--- config.mk ---
export PLATFORM = sky130hd
export DESIGN_NAME = divUnit
export DESIGN_NICKNAME = d
export VERILOG_FILES = /design/src/design/divPkg.sv /design/src/design/divControl.sv /design/src/design/divRemainderPath.sv /design/src/design/divUnit.sv
export SDC_FILE = /design/constraint.sdc
export NUM_CORES = 1
export LEC_CHECK = 0
export BUFFER_PORTS_ARGS = -buffer_cell sky130_fd_sc_hd__buf_2
export CORE_UTILIZATION = 50
export DETAILED_ROUTE_END_ITERATION = 16
export HOLD_SLACK_MARGIN = 0.1
export PLACE_DENSITY = 0.77
export SYNTH_ARGS = -nofsm -noshare
export SYNTH_HDL_FRONTEND = slang
export SYNTH_SLANG_ARGS = --single-unit
--- constraint.sdc ---
create_clock -name clk -period 4.1 [get_ports clk]
set_input_delay 0.82 -clock clk [delete_from_list [all_inputs] [get_ports clk]]
set_output_delay 0.82 -clock clk [all_outputs]
set_load 0.005 [all_outputs]
--- src/design/divPkg.sv ---
`default_nettype none

package divPkg;

    // operand and result word
    typedef logic [31:0] dataT;

    // upper half of the remainder register
    // one guard bit above the word so that the shifted partial remainder
    // and the trial difference both fit; bit 32 is the sign
    typedef logic [32:0] remUpperT;

    // number of quotient bits, one per iteration
    localparam int DIV_STEPS = 32;

    // request payload
    typedef struct packed {
        dataT dividend;
        dataT divisor;
    } divReqT;

    // response payload, 65 bits
    typedef struct packed {
        dataT quotient;
        dataT remainder;
        logic divByZero;
    } divRespT;

    // what a remainder write takes
    typedef enum logic [1:0] {
        // upper cleared, lower takes the dividend
        REM_SRC_LOAD       = 2'd0,
        // upper takes the add/subtract result
        REM_SRC_ALU        = 2'd1,
        // lowest quotient bit set
        REM_SRC_APPEND_ONE = 2'd2
    } remSrcT;

    // controller states
    // one division step walks SHIFT -> SUBTRACT -> DECIDE
    typedef enum logic [2:0] {
        IDLE     = 3'd0,
        SHIFT    = 3'd1,
        SUBTRACT = 3'd2,
        DECIDE   = 3'd3,
        DONE     = 3'd4
    } ctrlStateT;

endpackage

`default_nettype wire

--- src/design/divControl.sv ---
`timescale 1ns/1ps
`default_nettype none

module divControl
    import divPkg::*;
(
    input  wire    clk,
    input  wire    rst,
    input  wire    reqValid,
    output logic   reqReady,
    output logic   respValid,
    input  wire    respReady,
    input  wire    remSign,
    output logic   remWrite,
    output logic   remShift,
    output remSrcT remSrc,
    output logic   aluSubtract,
    output logic   divisorLoad
);

    ctrlStateT state;
    ctrlStateT stateNext;

    // remaining steps, loaded on acceptance
    logic [5:0] stepCount;
    logic       lastStep;

    assign lastStep = (stepCount == 6'd1);

    always_ff @(posedge clk or posedge rst) begin
        if (rst) begin
            state <= IDLE;
        end else begin
            state <= stateNext;
        end
    end

    always_ff @(posedge clk or posedge rst) begin
        if (rst) begin
            stepCount <= '0;
        end else begin
            if (state == IDLE && reqValid) begin
                stepCount <= 6'(DIV_STEPS);
            end else if (state == DECIDE) begin
                stepCount <= stepCount - 6'd1;
            end
        end
    end

    // next state
    always_comb begin
        stateNext = state;
        case (state)
            IDLE: begin
                if (reqValid) begin
                    stateNext = SHIFT;
                end
            end
            SHIFT: begin
                stateNext = SUBTRACT;
            end
            SUBTRACT: begin
                stateNext = DECIDE;
            end
            DECIDE: begin
                if (lastStep) begin
                    stateNext = DONE;
                end else begin
                    stateNext = SHIFT;
                end
            end
            DONE: begin
                // held here as long as the consumer stalls
                if (respReady) begin
                    stateNext = IDLE;
                end
            end
            default: begin
                stateNext = IDLE;
            end
        endcase
    end

    // datapath commands and handshake outputs
    always_comb begin
        reqReady    = 1'b0;
        respValid   = 1'b0;
        remWrite    = 1'b0;
        remShift    = 1'b0;
        remSrc      = REM_SRC_LOAD;
        aluSubtract = 1'b0;
        divisorLoad = 1'b0;
        case (state)
            IDLE: begin
                reqReady = 1'b1;
                // operands are captured on the accepting edge
                remWrite    = reqValid;
                divisorLoad = reqValid;
                remSrc      = REM_SRC_LOAD;
            end
            SHIFT: begin
                remShift = 1'b1;
            end
            SUBTRACT: begin
                remWrite    = 1'b1;
                remSrc      = REM_SRC_ALU;
                aluSubtract = 1'b1;
            end
            DECIDE: begin
                remWrite = 1'b1;
                if (remSign) begin
                    // trial went negative, add divisor back
                    remSrc      = REM_SRC_ALU;
                    aluSubtract = 1'b0;
                end else begin
                    remSrc = REM_SRC_APPEND_ONE;
                end
            end
            DONE: begin
                respValid = 1'b1;
            end
            default: begin
            end
        endcase
    end

    // a new request is only taken once the previous result has left
    assert property (@(posedge clk) disable iff (rst)
        !(reqReady && respValid))
        else $error("reqReady and respValid high together");

    assert property (@(posedge clk) disable iff (rst)
        !(remWrite && remShift))
        else $error("remainder write and shift in the same cycle");

endmodule

`default_nettype wire

--- src/design/divRemainderPath.sv ---
`timescale 1ns/1ps
`default_nettype none

module divRemainderPath
    import divPkg::*;
(
    input  wire     clk,
    input  wire     rst,
    input  divReqT  req,
    input  wire     remWrite,
    input  wire     remShift,
    input  remSrcT  remSrc,
    input  wire     aluSubtract,
    input  wire     divisorLoad,
    output logic    remSign,
    output divRespT resp
);

    dataT     divisor;
    remUpperT upper;
    dataT     lower;

    // zero-extended divisor for the 33-bit adder
    remUpperT divisorExt;
    remUpperT aluResult;

    // write-source selection results
    remUpperT upperNext;
    dataT     lowerNext;

    assign divisorExt = {1'b0, divisor};

    // single adder, subtracts for the trial and adds for the restore
    always_comb begin
        if (aluSubtract) begin
            aluResult = upper - divisorExt;
        end else begin
            aluResult = upper + divisorExt;
        end
    end

    always_comb begin
        upperNext = upper;
        lowerNext = lower;
        case (remSrc)
            REM_SRC_LOAD: begin
                upperNext = '0;
                lowerNext = req.dividend;
            end
            REM_SRC_ALU: begin
                upperNext = aluResult;
            end
            REM_SRC_APPEND_ONE: begin
                lowerNext = {lower[31:1], 1'b1};
            end
            default: begin
            end
        endcase
    end

    always_ff @(posedge clk or posedge rst) begin
        if (rst) begin
            divisor <= '0;
        end else if (divisorLoad) begin
            divisor <= req.divisor;
        end
    end

    // whole 65-bit register moves left on a shift, zero enters at bit 0
    always_ff @(posedge clk or posedge rst) begin
        if (rst) begin
            upper <= '0;
            lower <= '0;
        end else if (remShift) begin
            upper <= {upper[31:0], lower[31]};
            lower <= {lower[30:0], 1'b0};
        end else if (remWrite) begin
            upper <= upperNext;
            lower <= lowerNext;
        end
    end

    assign remSign = upper[32];

    // result fields come straight from the registers
    assign resp.quotient  = lower;
    assign resp.remainder = upper[31:0];
    assign resp.divByZero = (divisor == '0);

    // restore or append always leaves a non-negative partial remainder
    assert property (@(posedge clk) disable iff (rst)
        (remWrite && (remSrc == REM_SRC_APPEND_ONE ||
                      (remSrc == REM_SRC_ALU && !aluSubtract)))
        |=> !remSign)
        else $error("partial remainder negative after decide step");

endmodule

`default_nettype wire

--- src/design/divUnit.sv ---
`timescale 1ns/1ps
`default_nettype none

module divUnit
    import divPkg::*;
(
    input  wire     clk,
    input  wire     rst,
    input  wire     reqValid,
    output logic    reqReady,
    input  divReqT  req,
    output logic    respValid,
    input  wire     respReady,
    output divRespT resp
);

    // controller to datapath commands
    logic   remWrite;
    logic   remShift;
    remSrcT remSrc;
    logic   aluSubtract;
    logic   divisorLoad;

    // datapath status back to the controller
    logic   remSign;

    divControl ctrl_i (
        .clk         (clk),
        .rst         (rst),
        .reqValid    (reqValid),
        .reqReady    (reqReady),
        .respValid   (respValid),
        .respReady   (respReady),
        .remSign     (remSign),
        .remWrite    (remWrite),
        .remShift    (remShift),
        .remSrc      (remSrc),
        .aluSubtract (aluSubtract),
        .divisorLoad (divisorLoad)
    );

    // operands enter here, results leave from its registers
    divRemainderPath path_i (
        .clk         (clk),
        .rst         (rst),
        .req         (req),
        .remWrite    (remWrite),
        .remShift    (remShift),
        .remSrc      (remSrc),
        .aluSubtract (aluSubtract),
        .divisorLoad (divisorLoad),
        .remSign     (remSign),
        .resp        (resp)
    );

endmodule

`default_nettype wire

== After elaboration in Yosys (flattened, before gate mapping) ==
Cells that the tools add are included.

* Register bits: 106
* Input port bits: 68
* Output and inout bits: 67

* Add/sub/neg operators: 3
* Eq/ne operators: 10
* Multiplexer cells: 21
* Reductions and logical operators: 14

{| class="wikitable"
|+ Operators by type and width
! kind !! number
|-
| 33-bit 2-to-1 mux || 3
|-
| 33-bit case mux with 2 select lines || 1
|-
| 32-bit 2-to-1 mux || 2
|-
| 32-bit case mux with 2 select lines || 1
|-
| 33-bit by 32-bit adder with 33-bit output || 1
|-
| 33-bit by 32-bit subtractor with 33-bit output || 1
|-
| 32-bit logical NOT || 1
|-
| 3-bit case mux with 5 select lines || 1
|-
| 6-bit 2-to-1 mux || 2
|-
| 3-bit 2-to-1 mux || 3
|-
| 3-bit by 2-bit == test with 1-bit output (second input constant) || 2
|-
| 6-bit by 1-bit == test with 1-bit output (second input constant) || 1
|-
| 2-bit != test (second input constant) || 3
|-
| 2-bit AND reduction || 3
|-
| 2-bit nonzero test || 3
|-
| 3-bit nonzero test || 2
|-
| 6-bit by 1-bit subtractor with 6-bit output (second input constant) || 1
|-
| 1-bit 2-to-1 mux || 5
|-
| 2-bit case mux with 2 select lines || 1
|-
| 3-bit by 1-bit == test with 1-bit output (second input constant) || 1
|-
| 3-bit == test (second input constant) || 1
|-
| 3-bit logical NOT || 1
|-
| 3-bit AND reduction || 1
|-
| 2-bit by 1-bit == test with 1-bit output (second input constant) || 1
|-
| other kinds (6) || 6
|}

== Logic depth before layout (Yosys ltp) ==
* Word-level depth: 6
* Gate-level depth with buffers: 17

== By module ==
A second synthesis with hierarchy kept.

* Cells, all modules: 742
* Area, all modules: 6799.0 sq um

{| class="wikitable"
|+ By module, submodules not included
! module !! times used !! cells an instance !! area an instance (sq um) !! seq. area each (sq um)
|-
| divRemainderPath || 1 || 688 || 6276.0 || 2427.3
|-
| divControl || 1 || 54 || 523.0 || 225.2
|}

== Worst setup path before layout ==
No wires, ideal clock.

* Path kind: reg-to-reg
* Start: register path_i.divisor[2]
* End: register path_i.upper[32]
* Library setup time: 0.130 ns
* Data arrival time: 3.649 ns
* Required time: 3.970 ns
* Path slack: 0.322 ns
* Cell stages (with the launch flop): 18
* Buffers on the path: 0
* Clock period less this slack: 3.778 ns
* Cell sequence: dfrtp_1 -> nor2_1 -> nand3_1 -> nor4_1 -> nand2b_1 -> or3_1 -> nor2_1 -> a21oi_1 -> xnor2_1 -> ha_1 -> a21o_1 -> a21o_1 -> a21oi_1 -> or3b_1 -> a311oi_2 -> o41ai_1 -> xnor2_1 -> o21ai_1

* Word-level cells in the longest chain between the ends: 5

{| class="wikitable"
|+ RTL lines
! what !! line !! RTL
|-
| from (decl) || divRemainderPath.sv:19 || <nowiki>dataT divisor;</nowiki>
|-
| from (signal assigned) || divRemainderPath.sv:65 || <nowiki>divisor <= req.divisor;</nowiki>
|-
| 33-bit by 32-bit adder with 33-bit output or 33-bit by 32-bit subtractor with 33-bit output (tied branches) || divRemainderPath.sv:38, divRemainderPath.sv:36 ||
|-
| 33-bit 2-to-1 mux (*) || divRemainderPath.sv:35 || <nowiki>if (aluSubtract) begin</nowiki>
|-
| 33-bit case mux with 2 select lines (*) || divRemainderPath.sv:45 || <nowiki>case (remSrc)</nowiki>
|-
| 33-bit 2-to-1 mux (*) || divRemainderPath.sv:77 || <nowiki>end else if (remWrite) begin</nowiki>
|-
| 33-bit 2-to-1 mux (*) || divRemainderPath.sv:74 || <nowiki>end else if (remShift) begin</nowiki>
|-
| to (signal assigned) || divRemainderPath.sv:75 || <nowiki>upper <= {upper[31:0], lower[31]};</nowiki>
|-
| to (signal assigned) || divRemainderPath.sv:78 || <nowiki>upper <= upperNext;</nowiki>
|-
| to (decl) || divRemainderPath.sv:20 || <nowiki>remUpperT upper;</nowiki>
|}

Mark *: on every way between the ends. The rest lies on a longest branch, timed or not. The select of a mux whose other input is x is not followed.
A chain may end at the register's enable or synchronous reset.

== Worst setup path after layout ==
* Start: register path_i.divisor[3]
* End: register path_i.upper[32]

The elaborated chain is that of the path after synthesis.

==> flow_summary_export.csv <==
group,metric,value,unit
critical_path,critPathKind,"reg2reg",
floorplanning,start_util,51.24,%
pwr,p_leak,0.003902,uW
sta,min_period,3872,ps
synth,netlist_instances,812,
hold_path,worstHoldPathType,"reg2reg",
grt,grt_use_total,27.00,%
layout,syn2layout_area_growth,19.51,%
detailed_routing,drcViolationCount,0,
grt,grt_max_degree,59,
sta,worst_slack,228.1,ps
placement,numPortBuffers,134,
hold_path,hold_end,"path_i.divisor[22]$_DFFE_PP0P_",
critical_path,path_max_fanout,3,
pwr,intPower,4277,uW
clock_network,cts.htree.levels,3,
sta,fmax,0.2583,GHz
grt,grt_pass1_wl,30150,um
sta,setup_viol,0,
detailed_routing,vias_per_cell,5.708,
clock_network,cts_tree,"built",
clock_network,cts_buffer_depth,2,
sta,fin_crit_sh,94.44,%
critical_path,cp_num_buf_inv,0,
critical_path,r2r_end,"path_i.upper[32]$_DFFE_PP0P_",
grt,grt_overflow,0,
hold_path,holdPathStages,2,
synth,synth-main-ff-cell,"dfrtp_1",
synth,async_flop_share,100.0,%
sta,worst_pin_slew,1231,ps
critical_path,reg2reg_slack,230,ps
synth,synth.distinct_cells,59,
grt,grt_pass1_vias,6075,
pwr,pwr-share-comb,64.6,%
sta,final_max_slew_viol_count,0,
layout,final_common_cell,"buf_2",
layout,final_cell_mix,"buf_2, nand2_1, dfrtp_1",
detailed_routing,vias,6422,
clock_network,cts.sinks,106,
pwr,clkPwrFrac,10.4,%
synth,ys_warn_count,0,
synth,avgSynthCellArea,8.356,um2
layout,final_cells,1125,
synth,ys_ff_latch,106,
synth,synth_edf_count,0,
pwr,p_switching,4058,uW
run_status,status,"complete, no violations",
floorplanning,dieHeight,118.5,um
floorplanning,die_area,0.01404,mm2
critical_path,reg2regPathDepth,16,
critical_path,cp-start-kind,"register",
pwr,power_per_cell_area,1028,mW/mm2
sta,slew_headroom,17.48,%
critical_path,worst_path_max_delay_cell,"dfrtp_1",
critical_path,crit_arrival,4120,ps
clock_network,cts_hold_buf,0,
critical_path,cpMostUsedCell,"a21o_1",
critical_path,required,4340,ps
placement,dp_cells,1102,
hold_path,hold_start,"path_i.divisor[22]$_DFFE_PP0P_",
synth,syn_nets,916,
critical_path,critical_path.max_stage_delay,420,ps
detailed_routing,finalWirelength,18320,um
detailed_routing,drt_iter0_drc,355,
critical_path,crit_chain,"nor2_2, nand3_2, nor4_4, nand2b_1, or3_4, nand2_1, xor2_1, ha_1, a21o_1, a21o_1, a221o_1, or3b_1, a311oi_2, o41ai_2, xnor2_1, o21ai_1",
critical_path,cpLargestDelayFamily,"simple AND/OR/NAND/NOR gates",
run,max-cap-violations,0,
pwr,p_total,8335,uW
floorplanning,io_pins,135,
floorplanning,fp.dieW,118.5,um
layout,drive_above_1_share,21.73,%
pwr,p_sw_share,48.69,%
detailed_routing,drt_pass1_iterations,7,
critical_path,r2r-start,"path_i.divisor[3]$_DFFE_PP0P_",
grt,antenna_found_initial,3,
clock_network,clockRootBuffer,"clkbuf_16",
pwr,seqPwrFrac,25.0,%
synth,synth_seq_area_share,39.09,%
placement,dp_hpwl,13510,um
clock_network,cts.clk_slew.worst_paths,70,ps
floorplanning,core,0.01324,mm2
clock_network,numCtsBuffers,9,
floorplanning,rows,42,
sta,skew,12.37,ps
clock_network,insertion_delay,360,ps
sta,finalHoldViolations,0,
layout,final_nets,1047,
synth,syn_area,0.006785,mm2
placement,pre_cts_ws,89.62,ps
detailed_routing,ant_nets,0,
critical_path,end_kind,"register",
placement,gp_congestion,0.9293,
detailed_routing,wl_per_cell,16.29,um
pwr,irDropWorstVdd,473.8,uV
## how the worst max path moves through the flow
stage	start	end	slack (ps)	cells past startpoint
2_1_floorplan	path_i.divisor[2]$_DFFE_PP0P_	path_i.upper[32]$_DFFE_PP0P_	320	17
4_1_cts	path_i.divisor[3]$_DFFE_PP0P_	path_i.upper[32]$_DFFE_PP0P_	60	17
6_report	path_i.divisor[3]$_DFFE_PP0P_	path_i.upper[32]$_DFFE_PP0P_	230	16
3_5_place_dp	path_i.divisor[3]$_DFFE_PP0P_	path_i.upper[32]$_DFFE_PP0P_	90	17
3_3_place_gp	path_i.divisor[3]$_DFFE_PP0P_	path_i.upper[32]$_DFFE_PP0P_	180	16
5_1_grt	path_i.divisor[3]$_DFFE_PP0P_	path_i.upper[32]$_DFFE_PP0P_	-40	16
## metrics by stage
stage	setup TNS [ps]	util (%)	cell area, um2	hold slack, ps
after floorplan	0	-	6785	479.6
after global placement	0	58.17	7704	506.1
after detailed placement	0	58.17	7704	515.4
after CTS	0	60.37	7995	534.8
after global routing	-44.86	61.21	8107	557.6
final	0	61.23	8109	530.3
## synth_stat cells, types with 2 or more instances
cell       number  area [um2]
nand2_1       114       427.9
dfrtp_1       106        2653
nor2_1         95       356.6
a21oi_1        78       390.4
o21ai_0        47       235.2
clkbuf_1       42       157.7
nor3_1         42       210.2
xnor2_1        36       315.3
ha_1           35       437.9
a22oi_1        28       210.2
inv_1          22       82.58
xor2_1         22       192.7
a21o_1         21       157.7
nand3_1        13       65.06
o31ai_1         9       67.56
nor2b_1         7       43.79
or3_1           7       43.79
and2_1          6       37.54
nor4_1          5       31.28
o21ai_1         5       25.02
a221o_1         4       40.04
a31oi_1         4       25.02
nand4_1         4       25.02
o21bai_1        4       30.03
o41ai_1         4       35.03
a211oi_1        3       22.52
and3_1          3       18.77
nand2b_1        3       18.77
o211ai_1        3       22.52
o21a_1          3       22.52
a2111oi_2       2       30.03
a211o_1         2       17.52
a22o_1          2       17.52
and4_1          2       17.52
nor4_4          2       42.54
o2111ai_1       2       17.52
o31a_1          2       17.52
or4_1           2       15.01
## layer usage
metal | vias up | GRT usage, % | wire (um) | share of wire (%)
met5 | - | 0 | 21 | 0.11
met4 | 4 | 9.731 | 439 | 2.4
met3 | 35 | 5.550 | 1389 | 7.6
met2 | 233 | 42.39 | 8367 | 46
met1 | 3004 | 36.95 | 8107 | 44
li1 | 3146 | - | - | -
## kinds of logic (layout without fill, tap and decap cells)
group / Yosys count / in the layout / share of synthesized area [%]
AO/OA/AOI/OAI: 232 / 232 / 21.93
XOR/XNOR: 58 / 58 / 7.487
adder cells (fa/ha/maj): 36 / 36 / 6.749
buffers and inverters: 66 / 202 / 3.669
flip-flops: 106 / 106 / 39.09
other: 0 / 1 / 0
AND/OR/NAND/NOR: 314 / 314 / 21.08
## layout make-up
class / count / area [um2]
antenna: 1 / 2.502
multi-input combinational: 640 / 3960
clock buffer: 9 / 225.2
timing repair buffer: 164 / 895.9
fill: 1235 / 5134
clock inverter: 7 / 66.31
sequential: 106 / 2654
inverter: 22 / 85.08
tap: 176 / 220.2
## flip-flops by register name, indices dropped and copies added (netlist names)
name and count:
path_i.lower 32, path_i.divisor 32, ctrl_i.stepCount 6, path_i.upper 33, ctrl_i.state 3
## what timing repair did
item / CTS / global route
gates resized for setup: 0 / 14
endpoints found under the setup margin: 0 / 4
buffers inserted: 0 / 6
## tightest hold or removal path, cell delays in order, from the launching register on
cell     delay (ps)
dfrtp_1         380
nand2_1          60
nand2_1          60
## power by group through the flow
| stage | Clock, uW | Sequential, uW | Combinational, uW |
|---|---|---|---|
| 5_1_grt | 927 | 2140 | 6000 |
| 3_3_place_gp | 0 | 2050 | 5110 |
| 6_report | 866 | 2080 | 5390 |
| 3_5_place_dp | 0 | 2070 | 5210 |
| 2_1_floorplan | 0 | 1960 | 3840 |
| 4_1_cts | 887 | 2050 | 5240 |
No activity file was read; power rests on OpenSTA's default activity.
